### config.mk
export PLATFORM = sky130hd
export DESIGN_NAME = ftdi_top
export DESIGN_NICKNAME = d
export VERILOG_FILES = /design/src/ftdi_pkg.sv /design/src/byte_fifo.sv /design/src/ftdi_bus_fsm.sv /design/src/burst_counter.sv /design/src/order_sorter.sv /design/src/register_file.sv /design/src/ftdi_top.sv
export SDC_FILE = /design/constraint.sdc
export NUM_CORES = 1
export LEC_CHECK = 0
export ABC_AREA = 1
export BUFFER_PORTS_ARGS = -buffer_cell sky130_fd_sc_hd__buf_2
export CORE_MARGIN = 2
export CORE_UTILIZATION = 54
export DETAILED_ROUTE_END_ITERATION = 10
export PLACE_DENSITY = 0.88
export SETUP_SLACK_MARGIN = 0.05
export SLEW_MARGIN = 25
export SYNTH_ARGS = -nofsm -noshare
export SYNTH_HDL_FRONTEND = slang
export SYNTH_HIERARCHICAL = 1
export SYNTH_SLANG_ARGS = --single-unit
### constraint.sdc
create_clock -name clk -period 2.45 [get_ports clk]
set_clock_uncertainty 0.2 [all_clocks]
set_input_delay 0.245 -clock clk [delete_from_list [all_inputs] [get_ports clk]]
set_output_delay 0.245 -clock clk [all_outputs]
set_load 0.05 [all_outputs]
### src/ftdi_pkg.sv
/*
 * shared widths, localparams and types for the host command link
 * byte and address types, command struct, FSM state enums
 */

package ftdi_pkg;

    // ----------------------------------------
    // sizes
    // ----------------------------------------
    localparam int NUM_REGS   = 16;
    localparam int REG_AW     = $clog2(NUM_REGS);
    localparam int FIFO_DEPTH = 8;
    localparam int FIFO_AW    = 3;

    // ----------------------------------------
    // basic vectors
    // ----------------------------------------
    typedef logic [7:0]         byte_t;
    typedef logic [7:0]         addr_t;
    typedef logic [15:0]        len_t;
    // one extra bit so a full credit count of FIFO_DEPTH fits
    typedef logic [FIFO_AW:0]   credit_t;

    // command header bytes
    localparam byte_t CMD_WRITE = 8'h01;
    localparam byte_t CMD_READ  = 8'h02;

    // bus FSM prefers host-to-board reads when both sides are ready
    localparam bit READ_PRIORITY = 1'b1;

    // configuration bank as seen from outside
    typedef byte_t [NUM_REGS-1:0] reg_bank_t;

    // one register access per cycle
    typedef struct packed {
        logic  read;
        logic  write;
        addr_t addr;
        byte_t wdata;
    } reg_req_t;

    typedef enum logic [2:0] {
        S_HEADER,
        S_ADDR,
        S_LEN_HI,
        S_LEN_LO,
        S_WRITE,
        S_READ
    } sorter_state_t;

    typedef enum logic [1:0] {
        B_IDLE,
        B_OE,
        B_READ,
        B_WRITE
    } bus_state_t;

endpackage

### src/byte_fifo.sv
/*
 * synchronous first-word-fall-through byte FIFO
 * used for both the receive and the transmit direction
 */
`timescale 1ns/10ps

module byte_fifo import ftdi_pkg::*; (
    input  logic  clk,
    input  logic  rst,
    input  logic  push,
    input  byte_t din,
    input  logic  pop,
    output byte_t dout,
    output logic  empty,
    output logic  almost_full
);

    byte_t                mem [FIFO_DEPTH];
    logic [FIFO_AW-1:0]   wr_ptr;
    logic [FIFO_AW-1:0]   rd_ptr;
    logic [FIFO_AW:0]     count;
    logic                 full;
    logic                 do_push;
    logic                 do_pop;

    assign full        = count == (FIFO_AW+1)'(FIFO_DEPTH);
    assign empty       = count == '0;
    // at most one free slot left
    assign almost_full = count >= (FIFO_AW+1)'(FIFO_DEPTH - 1);

    // illegal push or pop is dropped here
    assign do_push = push && !full;
    assign do_pop  = pop && !empty;

    // head byte is visible as soon as it is stored
    assign dout = mem[rd_ptr];

    always_ff @(posedge clk) begin
        if (do_push) begin
            mem[wr_ptr] <= din;
        end
    end

    always_ff @(posedge clk) begin
        if (rst) begin
            wr_ptr <= '0;
            rd_ptr <= '0;
            count  <= '0;
        end else begin
            if (do_push) begin
                wr_ptr <= wr_ptr + 1'b1;
            end
            if (do_pop) begin
                rd_ptr <= rd_ptr + 1'b1;
            end
            count <= count + (FIFO_AW+1)'(do_push) - (FIFO_AW+1)'(do_pop);
        end
    end

endmodule

### src/ftdi_bus_fsm.sv
/*
 * FT245-style chip side state machine
 * read and write strobes, FIFO push/pop, transmit credit return
 */
`timescale 1ns/10ps

module ftdi_bus_fsm import ftdi_pkg::*; (
    input  logic clk,
    input  logic rst,
    input  logic rxf_n,
    input  logic txe_n,
    input  logic rx_almost_full,
    input  logic tx_empty,
    output logic rd_n,
    output logic wr_n,
    output logic oe_n,
    output logic rx_push,
    output logic tx_pop,
    output logic tx_credit
);

    bus_state_t state;
    logic       rd_ready;
    logic       wr_ready;

    // read needs host data and two free receive slots
    assign rd_ready = !rxf_n && !rx_almost_full;
    assign wr_ready = !txe_n && !tx_empty;

    // bytes actually taken on this edge
    assign rx_push   = !rxf_n && !rd_n;
    assign tx_pop    = !txe_n && !wr_n;
    // every byte handed to the host frees one transmit slot
    assign tx_credit = tx_pop;

    always_ff @(posedge clk) begin
        if (rst) begin
            state <= B_IDLE;
            rd_n  <= 1'b1;
            wr_n  <= 1'b1;
            oe_n  <= 1'b1;
        end else begin
            case (state)
                B_IDLE: begin
                    if (rd_ready && (READ_PRIORITY || !wr_ready)) begin
                        state <= B_OE;
                        oe_n  <= 1'b0;
                    end else if (wr_ready) begin
                        state <= B_WRITE;
                        wr_n  <= 1'b0;
                    end
                end
                // output enable one cycle ahead of the first rd_n
                B_OE: begin
                    if (rd_ready) begin
                        state <= B_READ;
                        rd_n  <= 1'b0;
                    end else begin
                        state <= B_IDLE;
                        oe_n  <= 1'b1;
                    end
                end
                B_READ: begin
                    if (!rd_ready) begin
                        state <= B_IDLE;
                        rd_n  <= 1'b1;
                        oe_n  <= 1'b1;
                    end
                end
                // one byte per write phase as only empty is known
                B_WRITE: begin
                    state <= B_IDLE;
                    wr_n  <= 1'b1;
                end
                default: state <= B_IDLE;
            endcase
        end
    end

endmodule

### src/burst_counter.sv
/*
 * remaining length and current address of one command burst
 */
`timescale 1ns/10ps

module burst_counter import ftdi_pkg::*; (
    input  logic  clk,
    input  logic  rst,
    input  logic  load,
    input  addr_t start_addr,
    input  len_t  length,
    input  logic  step,
    output addr_t addr,
    output logic  last
);

    len_t remaining;

    // one access left in this burst
    assign last = remaining == len_t'(1);

    always_ff @(posedge clk) begin
        if (rst) begin
            remaining <= '0;
            addr      <= '0;
        end else if (load) begin
            remaining <= length;
            addr      <= start_addr;
        end else if (step) begin
            remaining <= remaining - 1'b1;
            // wraps at 8 bits
            addr      <= addr + 1'b1;
        end
    end

endmodule

### src/order_sorter.sv
/*
 * command parser: header, address, 16-bit length, data phase
 * keeps transmit credits and issues register requests
 */
`timescale 1ns/10ps

module order_sorter import ftdi_pkg::*; (
    input  logic     clk,
    input  logic     rst,
    input  byte_t    rx_data,
    input  logic     rx_empty,
    output logic     rx_pop,
    input  logic     tx_credit,
    output reg_req_t req
);

    sorter_state_t state;
    logic          is_read;
    addr_t         start_addr;
    byte_t         len_hi;
    credit_t       credits;
    logic          rx_take;
    logic          rd_issue;
    logic          wr_issue;
    logic          load;
    logic          step;
    logic          last;
    addr_t         addr;
    len_t          length;

    // ----------------------------------------
    // handshakes
    // ----------------------------------------
    assign length   = {len_hi, rx_data};
    // reads consume no host bytes
    assign rx_take  = !rx_empty && (state != S_READ);
    assign rx_pop   = rx_take;
    assign wr_issue = (state == S_WRITE) && rx_take;
    assign rd_issue = (state == S_READ) && (credits != '0);
    assign load     = (state == S_LEN_LO) && rx_take;
    assign step     = wr_issue || rd_issue;

    always_comb begin
        req.read  = rd_issue;
        req.write = wr_issue;
        req.addr  = addr;
        req.wdata = rx_data;
    end

    burst_counter i_burst_counter (
        .clk        (clk),
        .rst        (rst),
        .load       (load),
        .start_addr (start_addr),
        .length     (length),
        .step       (step),
        .addr       (addr),
        .last       (last)
    );

    // ----------------------------------------
    // parser FSM
    // ----------------------------------------
    always_ff @(posedge clk) begin
        if (rst) begin
            state   <= S_HEADER;
            is_read <= 1'b0;
        end else begin
            case (state)
                S_HEADER: begin
                    // unknown headers are dropped alone
                    if (rx_take && (rx_data == CMD_WRITE || rx_data == CMD_READ)) begin
                        is_read <= rx_data == CMD_READ;
                        state   <= S_ADDR;
                    end
                end
                S_ADDR:   if (rx_take) state <= S_LEN_HI;
                S_LEN_HI: if (rx_take) state <= S_LEN_LO;
                S_LEN_LO: begin
                    if (rx_take) begin
                        if (length == '0) begin
                            state <= S_HEADER;
                        end else begin
                            state <= is_read ? S_READ : S_WRITE;
                        end
                    end
                end
                S_WRITE, S_READ: if (step && last) state <= S_HEADER;
                default: state <= S_HEADER;
            endcase
        end
    end

    always_ff @(posedge clk) begin
        if (rx_take && state == S_ADDR) begin
            start_addr <= rx_data;
        end
        if (rx_take && state == S_LEN_HI) begin
            len_hi <= rx_data;
        end
    end

    // free transmit slots not yet claimed by a read
    always_ff @(posedge clk) begin
        if (rst) begin
            credits <= credit_t'(FIFO_DEPTH);
        end else begin
            credits <= credits + credit_t'(tx_credit) - credit_t'(rd_issue);
        end
    end

endmodule

### src/register_file.sv
/*
 * configuration register bank
 * writes at end of request cycle, read data one cycle later
 */
`timescale 1ns/10ps

module register_file import ftdi_pkg::*; (
    input  logic      clk,
    input  logic      rst,
    input  reg_req_t  req,
    output byte_t     rd_data,
    output logic      rd_valid,
    output reg_bank_t config_regs
);

    reg_bank_t         regs;
    logic              in_bank;
    logic [REG_AW-1:0] idx;

    // addresses above the bank ignore writes and read as zero
    assign in_bank     = req.addr < addr_t'(NUM_REGS);
    assign idx         = req.addr[REG_AW-1:0];
    assign config_regs = regs;

    // ----------------------------------------
    // bank and read strobe
    // ----------------------------------------
    always_ff @(posedge clk) begin
        if (rst) begin
            regs     <= '0;
            rd_valid <= 1'b0;
        end else begin
            rd_valid <= req.read;
            if (req.write && in_bank) begin
                regs[idx] <= req.wdata;
            end
        end
    end

    // read data goes straight to the transmit FIFO
    always_ff @(posedge clk) begin
        if (req.read) begin
            rd_data <= in_bank ? regs[idx] : '0;
        end
    end

endmodule

### src/ftdi_top.sv
/*
 * host command link top level
 * bus FSM, receive and transmit FIFOs, parser, register bank
 */
`timescale 1ns/10ps

module ftdi_top import ftdi_pkg::*; (
    input  logic      clk,
    input  logic      rst,
    input  logic      rxf_n,
    input  logic      txe_n,
    input  byte_t     ftdi_din,
    output logic      rd_n,
    output logic      wr_n,
    output logic      oe_n,
    output byte_t     ftdi_dout,
    output reg_bank_t config_regs
);

    logic     rx_push;
    logic     rx_pop;
    logic     rx_empty;
    logic     rx_almost_full;
    byte_t    rx_data;
    logic     tx_pop;
    logic     tx_empty;
    logic     tx_credit;
    reg_req_t req;
    byte_t    rd_data;
    logic     rd_valid;

    ftdi_bus_fsm i_bus_fsm (
        .clk            (clk),
        .rst            (rst),
        .rxf_n          (rxf_n),
        .txe_n          (txe_n),
        .rx_almost_full (rx_almost_full),
        .tx_empty       (tx_empty),
        .rd_n           (rd_n),
        .wr_n           (wr_n),
        .oe_n           (oe_n),
        .rx_push        (rx_push),
        .tx_pop         (tx_pop),
        .tx_credit      (tx_credit)
    );

    // host to board
    byte_fifo i_rx_fifo (
        .clk         (clk),
        .rst         (rst),
        .push        (rx_push),
        .din         (ftdi_din),
        .pop         (rx_pop),
        .dout        (rx_data),
        .empty       (rx_empty),
        .almost_full (rx_almost_full)
    );

    // board to host with its level tracked by credits
    byte_fifo i_tx_fifo (
        .clk         (clk),
        .rst         (rst),
        .push        (rd_valid),
        .din         (rd_data),
        .pop         (tx_pop),
        .dout        (ftdi_dout),
        .empty       (tx_empty),
        .almost_full ()
    );

    order_sorter i_order_sorter (
        .clk       (clk),
        .rst       (rst),
        .rx_data   (rx_data),
        .rx_empty  (rx_empty),
        .rx_pop    (rx_pop),
        .tx_credit (tx_credit),
        .req       (req)
    );

    register_file i_register_file (
        .clk         (clk),
        .rst         (rst),
        .req         (req),
        .rd_data     (rd_data),
        .rd_valid    (rd_valid),
        .config_regs (config_regs)
    );

endmodule

==> results.yml, run 1 <==
timing:
  hold_viol: 0
  period_minus_slack_ns: 2.28
  setup_viol: 0
  fmax_ghz: 0.439
  slew_headroom_pct: 55.7
  rsz0062_at_grt: "no"
  maxSlewViolCount: 0
  hold_ws_ns: 0.0293
  tightest_slew_ns: 0.664
  finalCritPeriodShare_pct: 93.0
route:
  antenna_left: 0
  drcViolationCount: 0
  finalWirelength_um: 48000
  vias: 15700
  dr.pass1.iters: 7
  dr.first_iter.drc_count: 2009
  viasPerCell: 5.61
  wl_per_cell_um: 17.2
clocking:
  cts-root-buf: "clkbuf_16"
  clockBufferDepth: 3
  cts_sinks: 344
  cts_made_buffers: 37
  cts.clk_slew.worst_paths_ns: 0.06
  insertion_delay_ns: 0.53
  cts_max_level: 2
  tritoncts: "yes"
power:
  ir_worst_vdd_mv: 0.749
  power_frac_clock_pct: 33.9
  pwr-share-seq_pct: 39.1
  power_density_nw_per_um2: 862
  p_comb_share_pct: 27.0
  switching_share_pct: 34.3
  p_leak_nw: 8.98
  p_sw_mw: 5.78
  internal-power_mw: 11.0
logic_synthesis:
  syn_area_um2: 16700
  yosysWarnings: 6
  synth_cells: 2186
  avgSynthCellArea_um2: 7.65
  synth_nets: 2231
critical_path:
  startpoint_type: "flop"
  crit_type: "reg -> reg"
  cp-endpoint: "i_register_file/config_regs[50]"
  reg2reg_to: "i_register_file/config_regs[50]"
  r2r_cells: 14
  cp.required_ns: 2.71
  critPathArrivalTime_ns: 2.54
  end_kind: "flop"
  worstSetupStartpoint: "i_rx_fifo/count[2]"
  rrSetupSlack_ns: 0.17
  worstReg2RegStart: "i_rx_fifo/count[2]"
  worst-path-max-fanout: 7
placed_design:
  dpl-instance-area_um2: 18000
  portBuffers: 150
  globalplace.congestion: 0.918
  dpl.hpwl_um: 31700
grt:
  grt_max_degree: 119
  grt_pass1_vias: 14600
  antenna_found_initial: 0
  grt.overflow.total: 0
  grt_usage_pct: 28.5
  grt_pass1_wl_um: 75300
min_path:
  min_path_type: "in -> reg"
die:
  num_rows: 64
  die_x_um: 180
  initial_utilization_pct: 54.8
  core_um2: 30500
  die_h_um: 180
  io_pins: 151
  dieArea_um2: 32400
cells_and_area:
  drive_gt1_share_pct: 15.8
  final_common_cell: "nand2_1"
  fin_area_um2: 19500
  antenna_cells: 0
  nNetsFinal: 2415
  layout_common_cells: "917 x nand2_1, 193 x inv_1, 190 x nor2_1, 186 x dfxtp_1, 152 x edfxtp_1"
  postLayoutCoreUtil_pct: 63.9
  syn2layout_area_growth_pct: 16.7
run:
  maxCapViolations: 0
status:
  status: "finished, final reports clean"
routing by layer:
| metal | vias up | GRT usage (%) | routed length (µm) |
|---|---|---|---|
| li1 | 7235 | - | - |
| met1 | 7200 | 36.2 | 17700 |
| met2 | 1053 | 47.2 | 22600 |
| met3 | 174 | 4.68 | 5110 |
| met4 | 0 | 14.4 | 2620 |
| met5 | - | 0 | 0 |
power groups by stage:
stage	combinational, mW	sequential (mW)	clock, mW
6_report	4.54	6.58	5.70
5_1_grt	4.85	6.62	5.98
4_1_cts	4.30	6.57	5.75
3_5_place_dp	4.24	6.69	0
3_3_place_gp	4.09	6.67	0
2_1_floorplan	3.01	6.69	0
per-stage QoR:
stage,setup TNS [ns],power [mW],setup slack (ns),cells
floorplan,0,9.70,0.134,2186
global placement,0,10.8,0.0858,2705
detailed placement,-0.379,10.9,-0.0614,2705
CTS,0,16.6,0.0798,2787
global route,0,17.4,0.0485,2794
finish,0,16.8,0.172,2794
flip-flops by register name, summed over array words and instances, names as in the netlist, 2 cells and up, named ones only:
register / flops
i_rx_fifo/wr_ptr: 3
i_tx_fifo/wr_ptr: 3
i_register_file/config_regs: 128
i_rx_fifo/mem: 64
i_register_file/rd_data: 8
i_order_sorter/i_burst_counter/remaining: 16
i_order_sorter/i_burst_counter/addr: 8
i_bus_fsm/state: 2
i_order_sorter/state: 3
i_tx_fifo/count: 4
i_tx_fifo/mem: 64
i_order_sorter/start_addr: 8
i_order_sorter/credits: 4
i_rx_fifo/count: 4
i_rx_fifo/rd_ptr: 3
i_tx_fifo/rd_ptr: 3
i_order_sorter/len_hi: 8
cell type report:
class | count | area, µm²
Clock buffer | 52 | 1050
Tap cell | 396 | 495
Fill cell | 2377 | 11000
Multi-Input combinational cell | 1531 | 6970
Clock inverter | 15 | 186
Inverter | 217 | 832
Timing Repair Buffer | 239 | 1540
Sequential cell | 344 | 8420
repair_timing:
action,CTS,global route
gates cloned,1,1
hold endpoints to repair,67,0
setup endpoints to repair,42,148
hold buffers,11,0
gates resized for setup,9,19
buffers inserted,3,7
pin swaps,2,5
how the worst min path moves through the flow:
stage                                 startpoint                        end  slack [ns]  cells after the start
after floorplan                              rst  i_order_sorter/credits[1]        0.11                      1
after global placement    i_order_sorter/is_read     i_order_sorter/is_read        0.25                      2
after detailed placement  i_order_sorter/is_read     i_order_sorter/is_read        0.26                      2
after CTS                                    rst         i_rx_fifo/count[1]        0.07                      3
after global routing                         rst         i_rx_fifo/count[0]        0.08                      3
final                                        rst         i_rx_fifo/count[0]        0.03                      3
worst max-delay path: stages (launching register included):
cell and delay, ns:
dfxtp_4 0.36, inv_4 0.05, ha_4 0.16, nand2_4 0.08, inv_4 0.05, inv_2 0.05, nand4_1 0.13, inv_1 0.12
nand4_1 0.09, buf_4 0.17, buf_12 0.15, nor3_4 0.24, buf_4 0.20, nor2_1 0.06, nor2_1 0.10
No activity file was read; power rests on OpenSTA's default activity.
==> run 2: changes to the inputs <==
Settings changed: ABC_AREA 1 to unset, PLACE_DENSITY 0.88 to 0.89.
==> run 2 against run 1 <==
Critical path depth fell by 3. First-iteration DRC count fell by 38%. The flow now finishes with violations (negative setup slack). Routed wire length fell by 14%. Highest routed layer unchanged. Worst hold slack improved by 0.26 ns.
==> results.yml, run 2 <==
power:
  p_sw_mw: 3.95
  p_leak_nw: 7.91
  pwr-share-seq_pct: 43.2
  power_density_nw_per_um2: 758
  ir_worst_vdd_mv: 0.585
  internal-power_mw: 10.7
  power_mw: 14.7
  switching_share_pct: 26.9
  power_frac_clock_pct: 36.5
  p_comb_share_pct: 20.2
timing:
  hold_ws_ns: 0.287
  rsz0062_at_grt: "yes"
  setup_viol: 13
  slew_headroom_pct: 51.5
  hold_viol: 0
  fin_ws_ns: -0.0928
  finalCritPeriodShare_pct: 104
  maxSlewViolCount: 0
  period_minus_slack_ns: 2.54
  fmax_ghz: 0.393
  tightest_slew_ns: 0.726
grt:
  grt.overflow.total: 0
  antenna_found_initial: 0
  grt_pass1_vias: 11100
  grt_max_degree: 50
  grt_usage_pct: 25.6
  grt_pass1_wl_um: 61800
clocking:
  cts_sinks: 344
  tritoncts: "yes"
  cts.clk_slew.worst_paths_ns: 0.07
  insertion_delay_ns: 0.52
  cts-root-buf: "clkbuf_16"
  cts_max_level: 2
  clockBufferDepth: 3
  cts_made_buffers: 36
logic_synthesis:
  yosysWarnings: 6
  syn_area_um2: 15800
  synth_cells: 1203
  avgSynthCellArea_um2: 13.1
  synth_nets: 1248
cells_and_area:
  largest_reg_flops: 128
  antenna_cells: 0
  fill_cells: 1810
  nNetsFinal: 1466
  postLayoutCoreUtil_pct: 67.2
  syn2layout_area_growth_pct: 22.4
  layout_common_cells: "182 x dfxtp_1, 152 x edfxtp_1, 150 x nand2b_1, 141 x buf_2, 138 x mux2i_1"
  fin_area_um2: 19300
  drive_gt1_share_pct: 33.7
  instances_no_fill: 1833
  final_common_cell: "dfxtp_1"
route:
  drcViolationCount: 0
  finalWirelength_um: 41500
  wl_per_cell_um: 22.6
  dr.first_iter.drc_count: 1236
  viasPerCell: 6.03
  vias: 11100
  dr.pass1.iters: 6
  antenna_left: 0
placed_design:
  dpl-instance-area_um2: 17400
  dp_cells: 1729
  globalplace.congestion: 0.857
  portBuffers: 150
  dpl.hpwl_um: 25600
critical_path:
  worstReg2RegStart: "i_order_sorter/credits[2]"
  r2r_cells: 11
  cp.required_ns: 2.67
  reg2reg_to: "i_order_sorter/i_burst_counter/remaining[8]"
  rrSetupSlack_ns: -0.09
  crit_type: "reg -> reg"
  startpoint_type: "flop"
  worst-path-max-fanout: 3
  end_kind: "flop"
  critPathArrivalTime_ns: 2.76
die:
  die_x_um: 175
  dieArea_um2: 30700
  die_h_um: 175
  num_rows: 62
  core_um2: 28800
  io_pins: 151
  initial_utilization_pct: 54.9
status:
  violations: "negative setup slack"
  status: "finished with violations"
min_path:
  hp-start: "i_register_file/config_regs[29]"
  min_to: "i_register_file/config_regs[29]"
  hold_depth: 2
  min_path_type: "reg -> reg"
run:
  maxCapViolations: 0
## run 2: per-stage QoR
step	setup TNS, ns	worst slack, ns
detailed placement	-0.472	-0.109
global route	-1.77	-0.185
CTS	-0.190	-0.0300
floorplan	-0.0196	-0.0196
global placement	-0.0167	-0.0167
finish	-0.366	-0.0928
## run 2: area by class of cell
type | instances | area [µm²] | share of cell area [%]
clock buffer | 51 | 1010 | 5.22
inverter | 28 | 108 | 0.556
timing repair buffer | 273 | 2080 | 10.8
multi-input combinational | 738 | 7100 | 36.7
clock inverter | 15 | 134 | 0.692
tap | 384 | 480 | 2.48
sequential | 344 | 8430 | 43.6
## run 2: power by group through the flow
stage / Sequential, mW / Clock (mW) / Combinational, mW
floorplan: 6.44 / 0 / 1.58
CTS: 6.33 / 5.36 / 2.53
global placement: 6.43 / 0 / 2.19
finish: 6.34 / 5.36 / 2.96
detailed placement: 6.45 / 0 / 2.28
global route: 6.35 / 5.62 / 3.13
## run 2: repair_timing
| action | in CTS | in global routing |
|---|---|---|
| hold endpoints to repair | 82 | 0 |
| setup endpoints to repair | 27 | 56 |
| pin swaps | 23 | 30 |
| gates cloned | 1 | 2 |
| hold buffers | 11 | 0 |
| resized for setup | 89 | 65 |
| setup buffers | 16 | 11 |
## run 2: routing by layer
metal	track usage (%)	vias to the layer above	routed length, µm	part of all wire, %
met4	9.72	0	1470	3.5
met5	0	-	0	0
li1	-	4845	-	-
met1	32.7	5494	15900	38
met3	5.68	119	3490	8.4
met2	42.7	604	20600	50
## run 2: how the worst max path moves through the flow
stage,startpoint,cells after the start,endpoint
floorplan,i_rx_fifo/count[3],9,i_order_sorter/i_burst_counter/remaining[7]
global placement,i_order_sorter/credits[2],11,i_order_sorter/credits[2]
detailed placement,i_order_sorter/credits[2],11,i_order_sorter/credits[2]
CTS,flop,4,ftdi_dout[1]
global route,flop,6,i_order_sorter/state[0]
finish,i_order_sorter/credits[2],11,i_order_sorter/i_burst_counter/remaining[8]
## run 2: critical path: stages (launching register included)
cell and delay [ns]:
dfxtp_2 0.32, inv_2 0.07, ha_4 0.12, or3b_4 0.37, and3_4 0.20, or2_4 0.25, buf_8 0.13, nand3b_1 0.18
buf_6 0.16, nor3_4 0.04, xnor2_1 0.14, a211oi_1 0.28
